File: config.mk
export PLATFORM = sky130hd
export DESIGN_NAME = ex_stage
export DESIGN_NICKNAME = d
export VERILOG_FILES = /design/src/design/ex_ops_pkg.sv /design/src/design/rv32_inst_pkg.sv /design/src/design/operand_select.sv /design/src/design/mult.sv /design/src/design/alu.sv /design/src/design/brcond.sv /design/src/design/ex_stage.sv
export VERILOG_INCLUDE_DIRS = /design/src /design/src/include
export SDC_FILE = /design/constraint.sdc
export NUM_CORES = 2
export LEC_CHECK = 0
export ABC_CLOCK_PERIOD_IN_PS = 14500
export BUFFER_PORTS_ARGS = -buffer_cell sky130_fd_sc_hd__buf_4
export CORE_ASPECT_RATIO = 0.9
export CORE_MARGIN = 2
export CORE_UTILIZATION = 57
export DETAILED_ROUTE_END_ITERATION = 8
export PLACE_DENSITY_LB_ADDON = 0.05
export SLEW_MARGIN = 20
export SYNTH_ARGS = -nofsm -noshare
export SYNTH_HDL_FRONTEND = slang
export SYNTH_HIERARCHICAL = 1
export SYNTH_SLANG_ARGS = --single-unit
File: constraint.sdc
create_clock -name clock -period 14.5 [get_ports clock]
set_input_delay 2.175 -clock clock [delete_from_list [all_inputs] [get_ports clock]]
set_output_delay 2.175 -clock clock [all_outputs]
set_load 0.03 [all_outputs]
File: src/include/ex_settings.svh
// Execute stage settings
// widths of the datapath and tag, and the multiplier step size
`ifndef EX_SETTINGS_SVH
`define EX_SETTINGS_SVH

//////////////////////////////////////////////////////////////////////
// datapath
//////////////////////////////////////////////////////////////////////

`define EX_XLEN 32          // register / ALU width

`define EX_TAG_BITS 6       // pass-through tag width

//////////////////////////////////////////////////////////////////////
// multiplier
//////////////////////////////////////////////////////////////////////

// multiplier bits consumed per cycle, must divide EX_XLEN
`define EX_MULT_STEP_BITS 8

`endif

File: src/design/ex_ops_pkg.sv
// Execute unit operation encodings
// ALU function, operand source selects and multiplier sign modes
package ex_ops_pkg;

	//////////////////////////////////////////////////////////////////////
	// ALU function
	//////////////////////////////////////////////////////////////////////
	typedef enum logic [3:0] {
		ALU_ADD    = 4'h0,
		ALU_SUB    = 4'h1,
		ALU_AND    = 4'h2,
		ALU_OR     = 4'h3,
		ALU_XOR    = 4'h4,
		ALU_SLT    = 4'h5,  // signed compare
		ALU_SLTU   = 4'h6,  // unsigned compare
		ALU_SLL    = 4'h7,
		ALU_SRL    = 4'h8,
		ALU_SRA    = 4'h9,
		ALU_MUL    = 4'ha,  // low half
		ALU_MULH   = 4'hb,  // high half, signed x signed
		ALU_MULHSU = 4'hc,  // high half, signed x unsigned
		ALU_MULHU  = 4'hd   // high half, unsigned x unsigned
	} alu_func_t;

	//////////////////////////////////////////////////////////////////////
	// operand sources
	//////////////////////////////////////////////////////////////////////
	typedef enum logic [1:0] {
		OPA_IS_RS1  = 2'h0,
		OPA_IS_NPC  = 2'h1,  // pc + 4
		OPA_IS_PC   = 2'h2,
		OPA_IS_ZERO = 2'h3
	} opa_select_t;

	typedef enum logic [2:0] {
		OPB_IS_RS2   = 3'h0,
		OPB_IS_I_IMM = 3'h1,
		OPB_IS_S_IMM = 3'h2,
		OPB_IS_B_IMM = 3'h3,
		OPB_IS_U_IMM = 3'h4,
		OPB_IS_J_IMM = 3'h5
	} opb_select_t;

	// multiplier operand signedness
	// bit 0 set: mcand signed, bit 1 set: mplier signed
	typedef enum logic [1:0] {
		MULT_UNSIGNED        = 2'b00,
		MULT_SIGNED_UNSIGNED = 2'b01,
		MULT_SIGNED          = 2'b11
	} mult_sign_t;

endpackage

File: src/design/rv32_inst_pkg.sv
// RV32 instruction word helpers
// branch funct3 codes and sign-extended immediates for I, S, B, U and J
package rv32_inst_pkg;

	// funct3 of the conditional branches
	typedef enum logic [2:0] {
		BR_BEQ  = 3'b000,
		BR_BNE  = 3'b001,
		BR_BLT  = 3'b100,
		BR_BGE  = 3'b101,
		BR_BLTU = 3'b110,
		BR_BGEU = 3'b111
	} branch_func_t;

	function automatic logic [2:0] inst_funct3(input logic [31:0] inst);
		return inst[14:12];
	endfunction

	//////////////////////////////////////////////////////////////////////
	// immediates, all sign extended from inst[31]
	//////////////////////////////////////////////////////////////////////

	function automatic logic [31:0] imm_i(input logic [31:0] inst);
		return {{20{inst[31]}}, inst[31:20]};  // loads, alu-imm, jalr
	endfunction

	function automatic logic [31:0] imm_s(input logic [31:0] inst);
		return {{20{inst[31]}}, inst[31:25], inst[11:7]};  // stores
	endfunction

	// branch offset, bit 0 always zero
	function automatic logic [31:0] imm_b(input logic [31:0] inst);
		return {{19{inst[31]}}, inst[31], inst[7], inst[30:25], inst[11:8], 1'b0};
	endfunction

	function automatic logic [31:0] imm_u(input logic [31:0] inst);
		return {inst[31:12], 12'b0};  // lui, auipc
	endfunction

	// jal offset
	function automatic logic [31:0] imm_j(input logic [31:0] inst);
		return {{11{inst[31]}}, inst[31], inst[19:12], inst[20], inst[30:21], 1'b0};
	endfunction

endpackage

File: src/design/operand_select.sv
// Operand select
// picks ALU operand A (rs1, next pc, pc, zero) and operand B
// (rs2 or one of the decoded immediates)
`include "ex_settings.svh"

module operand_select (
	input  logic [`EX_XLEN-1:0]     inst,
	input  logic [`EX_XLEN-1:0]     pc,
	input  logic [`EX_XLEN-1:0]     rs1_value,
	input  logic [`EX_XLEN-1:0]     rs2_value,
	input  ex_ops_pkg::opa_select_t opa_select,
	input  ex_ops_pkg::opb_select_t opb_select,
	output logic [`EX_XLEN-1:0]     opa,
	output logic [`EX_XLEN-1:0]     opb
);
	import ex_ops_pkg::*;
	import rv32_inst_pkg::*;

	logic [`EX_XLEN-1:0] npc;

	assign npc = pc + `EX_XLEN'd4;  // sequential next pc

	//////////////////////////////////////////////////////////////////////
	// operand A
	//////////////////////////////////////////////////////////////////////
	always_comb begin
		opa = '0;  // zero also covers OPA_IS_ZERO
		case (opa_select)
			OPA_IS_RS1: opa = rs1_value;
			OPA_IS_NPC: opa = npc;        // jal / jalr link value
			OPA_IS_PC:  opa = pc;         // auipc, branch target
			default:    opa = '0;
		endcase
	end

	//////////////////////////////////////////////////////////////////////
	// operand B
	//////////////////////////////////////////////////////////////////////
	always_comb begin
		opb = '0;  // undefined selects give zero
		case (opb_select)
			OPB_IS_RS2:   opb = rs2_value;
			OPB_IS_I_IMM: opb = imm_i(inst);
			OPB_IS_S_IMM: opb = imm_s(inst);
			OPB_IS_B_IMM: opb = imm_b(inst);
			OPB_IS_U_IMM: opb = imm_u(inst);
			OPB_IS_J_IMM: opb = imm_j(inst);
			default:      opb = '0;
		endcase
	end

endmodule

File: src/design/mult.sv
// Sequential multiplier
// signed, unsigned and mixed operands, double-width product
// consumes EX_MULT_STEP_BITS multiplier bits per cycle
`include "ex_settings.svh"

module mult (
	input  logic                     clock,
	input  logic                     reset,
	input  logic                     start,
	input  ex_ops_pkg::mult_sign_t   sign,
	input  logic [`EX_XLEN-1:0]      mcand,
	input  logic [`EX_XLEN-1:0]      mplier,
	output logic [2*`EX_XLEN-1:0]    product,
	output logic                     done
);
	import ex_ops_pkg::*;

	localparam int XLEN     = `EX_XLEN;
	localparam int W2       = 2 * XLEN;
	localparam int STEP     = `EX_MULT_STEP_BITS;
	localparam int STEPS    = XLEN / STEP;
	localparam int CNT_BITS = $clog2(STEPS + 1);

	logic [W2-1:0]       mcand_ext;   // extended multiplicand
	logic [W2-1:0]       correction;  // start value of the accumulator
	logic [W2-1:0]       mcand_q;     // shifted multiplicand
	logic [W2-1:0]       acc;
	logic [XLEN-1:0]     mplier_q;    // remaining multiplier bits
	logic [W2-1:0]       step_mcand;
	logic [W2-1:0]       step_acc;
	logic [XLEN-1:0]     step_mplier;
	logic [W2-1:0]       partial;
	logic [CNT_BITS-1:0] count;       // steps left
	logic                busy;

	assign mcand_ext = (sign != MULT_UNSIGNED) ? {{XLEN{mcand[XLEN-1]}}, mcand}
	                                           : {{XLEN{1'b0}}, mcand};

	// a negative signed multiplier is treated as unsigned minus 2^XLEN,
	// so subtract mcand << XLEN up front
	assign correction = (sign == MULT_SIGNED && mplier[XLEN-1]) ? -(mcand_ext << XLEN)
	                                                            : '0;

	// first step works straight from the inputs
	assign step_mcand  = start ? mcand_ext  : mcand_q;
	assign step_mplier = start ? mplier     : mplier_q;
	assign step_acc    = start ? correction : acc;
	assign partial     = step_mcand * W2'(step_mplier[STEP-1:0]);

	//////////////////////////////////////////////////////////////////////
	// step control
	//////////////////////////////////////////////////////////////////////
	always_ff @(posedge clock) begin
		if (reset) begin
			busy  <= 1'b0;
			count <= '0;
			done  <= 1'b0;
		end else begin
			done <= 1'b0;  // one-cycle pulse
			if (start) begin
				busy  <= (STEPS > 1);
				count <= CNT_BITS'(STEPS - 1);
				done  <= (STEPS == 1);
			end else if (busy) begin
				count <= count - 1'b1;
				if (count == CNT_BITS'(1)) begin  // last step
					busy <= 1'b0;
					done <= 1'b1;
				end
			end
		end
	end

	// datapath, accumulate and shift
	always_ff @(posedge clock) begin
		if (start || busy) begin
			acc      <= step_acc + partial;
			mcand_q  <= step_mcand << STEP;
			mplier_q <= step_mplier >> STEP;
		end
	end

	assign product = acc;  // held until the next start

endmodule

File: src/design/alu.sv
// ALU
// single-cycle logic, arithmetic, compare and shift functions,
// multiply variants sequenced through mult
`include "ex_settings.svh"

module alu (
	input  logic                  clock,
	input  logic                  reset,
	input  logic                  start,
	input  logic [`EX_XLEN-1:0]   opa,
	input  logic [`EX_XLEN-1:0]   opb,
	input  ex_ops_pkg::alu_func_t func,
	output logic                  done,
	output logic [`EX_XLEN-1:0]   result
);
	import ex_ops_pkg::*;

	localparam int XLEN       = `EX_XLEN;
	localparam int SHAMT_BITS = $clog2(XLEN);

	logic                  is_mul;        // func is a multiply
	logic                  want_high;     // high half wanted
	mult_sign_t            mult_sign;
	logic                  mult_start;
	logic                  mult_done;
	logic [2*XLEN-1:0]     product;
	logic                  high_q;        // remembered half
	logic                  mul_done_q;
	logic [XLEN-1:0]       mul_result_q;
	logic [XLEN-1:0]       simple_result;
	logic [SHAMT_BITS-1:0] shamt;

	assign shamt = opb[SHAMT_BITS-1:0];  // low 5 bits only

	//////////////////////////////////////////////////////////////////////
	// multiply decode
	//////////////////////////////////////////////////////////////////////
	always_comb begin
		is_mul    = 1'b1;
		want_high = 1'b1;
		mult_sign = MULT_SIGNED;
		case (func)
			ALU_MUL:    want_high = 1'b0;  // sign irrelevant for low half
			ALU_MULH:   mult_sign = MULT_SIGNED;
			ALU_MULHSU: mult_sign = MULT_SIGNED_UNSIGNED;
			ALU_MULHU:  mult_sign = MULT_UNSIGNED;
			default:    is_mul = 1'b0;
		endcase
	end

	assign mult_start = start & is_mul;

	mult i_mult (
		.clock   (clock),
		.reset   (reset),
		.start   (mult_start),
		.sign    (mult_sign),
		.mcand   (opa),
		.mplier  (opb),
		.product (product),
		.done    (mult_done)
	);

	always_ff @(posedge clock) begin
		if (reset) begin
			high_q     <= 1'b0;
			mul_done_q <= 1'b0;
		end else begin
			mul_done_q <= mult_done;  // done one cycle after mult
			if (mult_start)
				high_q <= want_high;
		end
	end

	always_ff @(posedge clock) begin
		if (mult_done)
			mul_result_q <= high_q ? product[2*XLEN-1:XLEN] : product[XLEN-1:0];
	end

	//////////////////////////////////////////////////////////////////////
	// single-cycle functions
	//////////////////////////////////////////////////////////////////////
	always_comb begin
		simple_result = '0;
		case (func)
			ALU_ADD:  simple_result = opa + opb;
			ALU_SUB:  simple_result = opa - opb;
			ALU_AND:  simple_result = opa & opb;
			ALU_OR:   simple_result = opa | opb;
			ALU_XOR:  simple_result = opa ^ opb;
			ALU_SLT:  simple_result = XLEN'($signed(opa) < $signed(opb));
			ALU_SLTU: simple_result = XLEN'(opa < opb);
			ALU_SLL:  simple_result = opa << shamt;
			ALU_SRL:  simple_result = opa >> shamt;
			ALU_SRA:  simple_result = $signed(opa) >>> shamt;  // keeps sign
			default:  simple_result = '0;
		endcase
	end

	assign done   = (start & ~is_mul) | mul_done_q;
	assign result = mul_done_q ? mul_result_q : simple_result;

endmodule

File: src/design/brcond.sv
// Branch condition
// RV32 equality and signed / unsigned ordering tests by funct3
`include "ex_settings.svh"

module brcond (
	input  logic [`EX_XLEN-1:0]       rs1,
	input  logic [`EX_XLEN-1:0]       rs2,
	input  rv32_inst_pkg::branch_func_t func,
	output logic                      cond
);
	import rv32_inst_pkg::*;

	always_comb begin
		cond = 1'b0;  // undefined funct3 never branches
		case (func)
			BR_BEQ:  cond = (rs1 == rs2);
			BR_BNE:  cond = (rs1 != rs2);
			BR_BLT:  cond = ($signed(rs1) <  $signed(rs2));
			BR_BGE:  cond = ($signed(rs1) >= $signed(rs2));
			BR_BLTU: cond = (rs1 <  rs2);
			BR_BGEU: cond = (rs1 >= rs2);
			default: cond = 1'b0;
		endcase
	end

endmodule

File: src/design/ex_stage.sv
// Execute stage
// four-phase issue and result handshakes around one operation at a time,
// operand select, ALU and branch condition, tag passed through
`include "ex_settings.svh"

module ex_stage (
	input  logic                      clock,
	input  logic                      reset,
	input  logic                      issue_req,
	input  logic [`EX_XLEN-1:0]       issue_inst,
	input  logic [`EX_XLEN-1:0]       issue_pc,
	input  logic [`EX_XLEN-1:0]       issue_rs1_value,
	input  logic [`EX_XLEN-1:0]       issue_rs2_value,
	input  ex_ops_pkg::opa_select_t   issue_opa_select,
	input  ex_ops_pkg::opb_select_t   issue_opb_select,
	input  ex_ops_pkg::alu_func_t     issue_alu_func,
	input  logic                      issue_cond_branch,
	input  logic                      issue_uncond_branch,
	input  logic [`EX_TAG_BITS-1:0]   issue_tag,
	output logic                      issue_ack,
	output logic                      result_req,
	output logic [`EX_XLEN-1:0]       result_value,
	output logic                      result_take_branch,
	output logic [`EX_TAG_BITS-1:0]   result_tag,
	input  logic                      result_ack
);
	import ex_ops_pkg::*;
	import rv32_inst_pkg::*;

	typedef enum logic [1:0] {
		S_IDLE,     // waiting for issue
		S_EXECUTE,  // alu running
		S_OFFER,    // result_req high
		S_RELEASE   // waiting for result_ack to drop
	} state_t;

	state_t                  state;
	logic                    accept;
	logic                    launch_q;  // first execute cycle
	logic                    start_q;   // alu start pulse

	// captured operation
	logic [`EX_XLEN-1:0]     inst_q, pc_q, rs1_q, rs2_q;
	opa_select_t             opa_select_q;
	opb_select_t             opb_select_q;
	alu_func_t               alu_func_q;
	logic                    cond_branch_q, uncond_branch_q;
	logic [`EX_TAG_BITS-1:0] tag_q;

	logic [`EX_XLEN-1:0]     alu_opa, alu_opb, alu_result;
	logic                    alu_done;
	logic                    br_cond;

	// idle, previous handshakes fully released
	assign accept = (state == S_IDLE) && issue_req && !issue_ack && !result_ack;

	//////////////////////////////////////////////////////////////////////
	// handshake FSM
	//////////////////////////////////////////////////////////////////////
	always_ff @(posedge clock) begin
		if (reset) begin
			state      <= S_IDLE;
			issue_ack  <= 1'b0;
			result_req <= 1'b0;
			launch_q   <= 1'b0;
			start_q    <= 1'b0;
		end else begin
			launch_q <= accept;
			start_q  <= launch_q;  // start one cycle after capture
			if (accept)
				issue_ack <= 1'b1;
			else if (!issue_req)
				issue_ack <= 1'b0;  // release once source drops req
			case (state)
				S_IDLE:
					if (accept) state <= S_EXECUTE;
				S_EXECUTE:
					if (alu_done) begin
						result_req <= 1'b1;
						state      <= S_OFFER;
					end
				S_OFFER:
					if (result_ack) begin
						result_req <= 1'b0;
						state      <= S_RELEASE;
					end
				S_RELEASE:
					if (!result_ack) state <= S_IDLE;
				default:
					state <= S_IDLE;
			endcase
		end
	end

	// operation capture and result registers
	always_ff @(posedge clock) begin
		if (accept) begin
			inst_q          <= issue_inst;
			pc_q            <= issue_pc;
			rs1_q           <= issue_rs1_value;
			rs2_q           <= issue_rs2_value;
			opa_select_q    <= issue_opa_select;
			opb_select_q    <= issue_opb_select;
			alu_func_q      <= issue_alu_func;
			cond_branch_q   <= issue_cond_branch;
			uncond_branch_q <= issue_uncond_branch;
			tag_q           <= issue_tag;
		end
		if (state == S_EXECUTE && alu_done) begin
			result_value       <= alu_result;
			result_take_branch <= uncond_branch_q | (cond_branch_q & br_cond);
			result_tag         <= tag_q;
		end
	end

	//////////////////////////////////////////////////////////////////////
	// datapath
	//////////////////////////////////////////////////////////////////////
	operand_select i_operand_select (
		.inst       (inst_q),
		.pc         (pc_q),
		.rs1_value  (rs1_q),
		.rs2_value  (rs2_q),
		.opa_select (opa_select_q),
		.opb_select (opb_select_q),
		.opa        (alu_opa),
		.opb        (alu_opb)
	);

	alu i_alu (
		.clock  (clock),
		.reset  (reset),
		.start  (start_q),
		.opa    (alu_opa),
		.opb    (alu_opb),
		.func   (alu_func_q),
		.done   (alu_done),
		.result (alu_result)
	);

	brcond i_brcond (
		.rs1  (rs1_q),
		.rs2  (rs2_q),
		.func (branch_func_t'(inst_funct3(inst_q))),  // funct3 of the branch
		.cond (br_cond)
	);

endmodule

# Word-level counts from Yosys, hierarchy flattened

Index checks and enable logic that the tools add are counted.

Word-level logic and storage cells: 143
Flip-flop bits (word level): 373
Input port bits: 149
Output and inout bits: 41

$lt $le $gt $ge: 6
Add/subtract/negate cells: 6
Reductions and logical operators: 21
Shift operators: 3
Equality and inequality tests: 37
Multipliers: 1
Multiplexer cells: 30
Bitwise logic cells: 10

Operator list:

| operator                                       | count |
|---|---|
| one-hot mux 32 bit (10 select lines)           | 1 |
| 2-to-1 mux 64 bit                              | 4 |
| one-hot mux 32 bit (6 select lines)            | 1 |
| < comparator 32 bit                            | 4 |
| one-hot mux 32 bit (3 select lines)            | 1 |
| adder 64 bit                                   | 1 |
| >= comparator 32 bit                           | 2 |
| multiplier 64 x 8 -> 64 bit                    | 1 |
| 2-to-1 mux 32 bit                              | 2 |
| negator 64 bit                                 | 1 |
| adder 32 x 3 -> 32 bit (second input constant) | 1 |
| adder 32 bit                                   | 1 |
| AND 32 bit                                     | 1 |
| == test 32 bit                                 | 1 |
| != test 32 bit                                 | 1 |
| bitwise OR 32 bit                              | 1 |
| left shift 32 x 5 -> 32 bit                    | 1 |
| >> shifter 32 x 5 -> 32 bit                    | 1 |
| >>> shifter 32 x 5 -> 32 bit                   | 1 |
| subtractor 32 bit                              | 1 |
| bitwise XOR 32 bit                             | 1 |
| == test 4 bit (second input constant)          | 6 |
| 2-to-1 mux 24 bit                              | 1 |
| == test 3 bit (second input constant)          | 6 |
| 31 further kinds                               | 72 |

# Depth between registers and ports, before layout

Depth after elaboration: 8
Depth in mapped cells: 31
Depth with buffers taken out: 29

# Hierarchy

Netlist, hierarchy kept.

Modules (own cells, without submodules):

| module         | seq. area each (um^2) | area each (um^2) | instances | cells each |
|---|---|---|---|---|
| mult           | 4424.2                | 22836.9          | 1         | 2469 |
| alu            | 1001.0                | 10289.9          | 1         | 1342 |
| ex_stage       | 5645.4                | 5866.9           | 1         | 220 |
| operand_select | 0.0                   | 1712.9           | 1         | 281 |
| brcond         | 0.0                   | 923.4            | 1         | 128 |

# Worst setup path after synthesis

Ideal clock, no wire load.

Kind: reg-to-reg
Start point: register opa_select_q[0]
End point: register i_alu.i_mult.acc[59] (netlist: i_alu/i_mult/product[59]), data pin
Stages on the path, launching flop included: 27
Period minus slack after synthesis: 7.251 ns
Setup time: 0.256 ns
Arrival time: 6.995 ns
Required time: 14.244 ns
Path buffers: 4
Setup slack: 7.249 ns
Path through: edfxtp_1 -> nand2b_1 -> clkbuf_1 -> o22ai_1 -> buf_2 -> or4_1 -> or2_2 -> clkbuf_1 -> or3_1 -> xor2_1 -> a22oi_1 -> fa_1 -> inv_1 -> fa_1 -> fa_1 -> inv_1 -> fa_1 -> inv_1 -> ha_1 -> clkbuf_1 -> a21o_1 -> a21oi_1 -> o21ai_0 -> a221oi_1 -> o31ai_4 -> a2111oi_2 -> and4b_1

Longest elaborated chain between the ends: 7
Elaborated cells on any way between the ends: 11
Classes of those cells: 2 x add/sub; 1 x mul; 2 x eq/ne; 5 x mux; 1 x reduce/logical

Ends and longest elaborated chain:

| item                                                                | line                 | text |
|---|---|---|
| from (decl)                                                         | ex_stage.sv:44       | `opa_select_t opa_select_q;` |
| from (signal assigned)                                              | ex_stage.sv:102      | `opa_select_q <= issue_opa_select;` |
| == test 2 bit (tied with other cells)                               | operand_select.sv:28 | `case (opa_select)` |
| one-hot mux 32 bit (3 select lines) *                               | operand_select.sv:28 |  |
| via alu_opa[3]                                                      | ex_stage.sv:50       | `` logic [`EX_XLEN-1:0] alu_opa, alu_opb, alu_result; `` |
| 2-to-1 mux 64 bit *                                                 | mult.sv:36           | `assign mcand_ext = (sign != MULT_UNSIGNED) ? {{XLEN{mcand[XLEN-1]}}, mcand}` |
| branches (longest 3 deep; another with multiplier 64 x 8 -> 64 bit) | n/a                  |  |
| adder 64 bit *                                                      | mult.sv:77           | `acc <= step_acc + partial;` |
| to (signal assigned)                                                | mult.sv:77           |  |
| to (decl)                                                           | mult.sv:27           | `logic [W2-1:0] acc;` |

Mark *: on every way through the listed nets, which the timed path passes.
A chain may end at the register's enable or synchronous reset.

# Final worst setup path

Start point: register alu_func_q[3]
End point: register i_alu.i_mult.acc[58] (netlist: i_alu/i_mult/product[58]), data pin

Longest elaborated chain between the ends: 7
Elaborated cells on any way between the ends: 18
Classes of those cells: 1 x add/sub; 1 x mul; 5 x eq/ne; 7 x mux; 1 x bitwise; 3 x reduce/logical

Ends and longest elaborated chain:

| item                                                   | line                   | text |
|---|---|---|
| from (decl)                                            | ex_stage.sv:46         | `alu_func_t alu_func_q;` |
| from (signal assigned)                                 | ex_stage.sv:104        | `alu_func_q <= issue_alu_func;` |
| == test 4 bit                                          | alu.sv:42              | `case (func)` |
| OR reduction 4 bit (no line) *                         | n/a                    |  |
| 2-to-1 mux 1 bit *                                     | alu.sv:42              |  |
| AND 1 bit *                                            | alu.sv:51              | `assign mult_start = start & is_mul;` |
| via i_alu.mult_start                                   | alu.sv:24              | `logic mult_start;` |
| 2-to-1 mux 64 bit or 2-to-1 mux 24 bit (tied branches) | mult.sv:45, mult.sv:46 |  |
| multiplier 64 x 8 -> 64 bit                            | mult.sv:48             | `assign partial = step_mcand * W2'(step_mplier[STEP-1:0]);` |
| adder 64 bit *                                         | mult.sv:77             |  |

Mark *: on every way through the listed nets, which the timed path passes. The rest lies on a longest branch.

==> run metrics <==
status=complete, no violations; CTS root buffer=clkbuf_16; Bufs and invs on worst path=6; DIE WIDTH=288 um; final setup margin=5.40 ns; first-pass GRT wire length=214 mm; gpl congestion=1.01; Pre-antenna DRT Iters=6; Worst VDD drop=0.0957 mV; headroom to the max-slew limit=0.227; worst slew pin tran=1.16 ns; clock latency on the worst-skew pair=0.63 ns; dpl cells=5412; Slowest-stage cell, CP=edfxtp_1; Vias=34900; Worst Path Class, Setup=flop to flop; post-CTS setup buffers=0; YS warnings=6; RSZ-0062 raised after global routing=no; Critical Path RT=14.80 ns; die area=74800 um2; LEAKAGE=19.7 nW; htree depth=2; worst-case clock buffer depth=3; Total GRT Usage=0.384; CTS sink count=366; Starting DRT DRC Count=3938; Place WS=5.66 ns; crit path max fanout=77; grt ovf=0; setup tns final=0 ns; largest net degree at the start of global routing=78; CP max stage delay=0.81 ns; vias in the first global route=34100; die extent in y=260 um; WL/cell=25.8 um; Worst Hold Class=flop to flop; final wirelength=142 mm; cells along the critical path=nand2_1 -> nor2_4 -> buf_4 -> buf_4 -> mux2i_4 -> buf_4 -> nor2_1 -> fa_1 -> fa_1 -> fa_1 -> inv_1 -> fa_1 -> inv_1 -> ha_1 -> a21oi_1 -> o21ai_0 -> a211oi_1 -> o21bai_1 -> a2111oi_0 -> buf_4 -> o2111ai_1 -> nand2_1 -> o311ai_0; core box area=71800 um2; type of destination of the critical path=flop; startpoint types=flop; final setup skew=0.0420 ns; Max-Cap Viols=0; number of port buffers=182; Finish-stage setup viols=0; DRC Markers=0; Syn Area/Cell=9.34 um2; Crit path max-delay family=adder cells; Layout Nets=5283; fmax=110 MHz; fin cells=5496; Initial Util=0.577; CTS Hold Bufs=0; Post-DP HPWL=106 mm; CTS tree=built; Post-DRT Antenna Nets=0; Reg clk slew, reported paths=0.06 ns; Slew Limit Fails=0; Layout area overhead=9.64%; syn nets=5208; CTS Buf Count=44; Hold Vio Cnt, Final=0; minimum clock period=9.10 ns; cell area after synthesis=41400 um2; drt via density=6.35; critical path arrival=9.40 ns; power per standard cell area=156 nW/um2; Ports=190; synthesized instance count=4433; site row count=93; initial antenna violation count=9; layout cells sized above 1=0.124; Final period util=0.628; post_cts resized=0
==> report_power, final <==
| part | total [mW] | leakage (nW) | internal [mW] | switching, mW |
|---|---|---|---|---|
| logic | 4.44 | 15.6 | 1.67 | 2.78 |
| clock network | 1.18 | 0.724 | 0.679 | 0.504 |
| registers | 1.46 | 3.33 | 1.39 | 0.0692 |
==> final cells by class <==
class	count	area [um2]
antenna	3	7.51
clock buffer	52	1170
clock inverter	29	375
fill	6124	26400
inverter	633	2380
multi-input combinational	3190	27400
sequential	366	10900
tap	950	1190
timing repair buffer	273	2050
==> metrics by stage <==
stage / total power [mW] / area, um2 / hold WS (ns) / util
global route: 7.57 / 45400 / 0.429 / 0.632
floorplan: 4.61 / 41400 / 0.400 / -
CTS: 7.00 / 45400 / 0.423 / 0.632
global placement: 5.77 / 43900 / 0.400 / 0.611
finish: 7.09 / 45400 / 0.421 / 0.633
detailed placement: 5.79 / 43900 / 0.410 / 0.611
==> placed cells by master (no fill, tap or decap), types with 20 or more instances in the layout <==
cell and instances:
a21oi_1 263, clkbuf_16 45, inv_1 629, nand2b_1 22
o22ai_1 28, nand3_1 58, a22oi_1 88, o211ai_1 26
buf_4 273, ha_1 214, mux4_2 59, nand4_1 36
nor3_1 52, fa_1 412, nor4_1 22, a31oi_1 25
and3_1 74, nor2_1 457, o21ai_1 46, nor2b_1 22
mux2_2 64, edfxtp_1 353, xnor2_1 84, o21bai_1 20
nand2_1 396, a21o_1 57, mux2i_1 82, xor2_1 63
a211oi_1 37, o21ai_0 144, and2_1 46
==> per-layer routing <==
| metal | part of all wire | GRT usage | vias up |
|---|---|---|---|
| met5 | 0.00019 | 0 | - |
| met4 | 0.049 | 0.168 | 4 |
| met3 | 0.11 | 0.0886 | 334 |
| met2 | 0.43 | 0.564 | 1890 |
| met1 | 0.41 | 0.544 | 17400 |
| li1 | - | - | 15300 |
==> path summary, 6_finish.rpt <==
| kind | cells past startpoint | endpoint | slack, ns | from |
|---|---|---|---|---|
| worst max-delay path | 23 | i_alu/i_mult/product[58] | 5.40 | alu_func_q[3] |
| worst min-delay path | 0 | result_tag[3] | 0.42 | tag_q[3] |
| worst max register to register | 23 | i_alu/i_mult/product[58] | 5.40 | alu_func_q[3] |
| worst min register to register | 0 | result_tag[3] | 0.42 | tag_q[3] |
==> registers in the layout, indices dropped and copies added (netlist names), 4 cells and up <==
register and cells:
i_alu/i_mult/product 64, i_alu/i_mult/mcand_q 56, i_alu/mul_result_q 32, pc_q 32, result_value 32, rs1_q 32
rs2_q 32, inst_q 25, i_alu/i_mult/mplier_q 24, result_tag 6, tag_q 6, alu_func_q 4
Note: power is estimated with default switching activity, not from simulation.
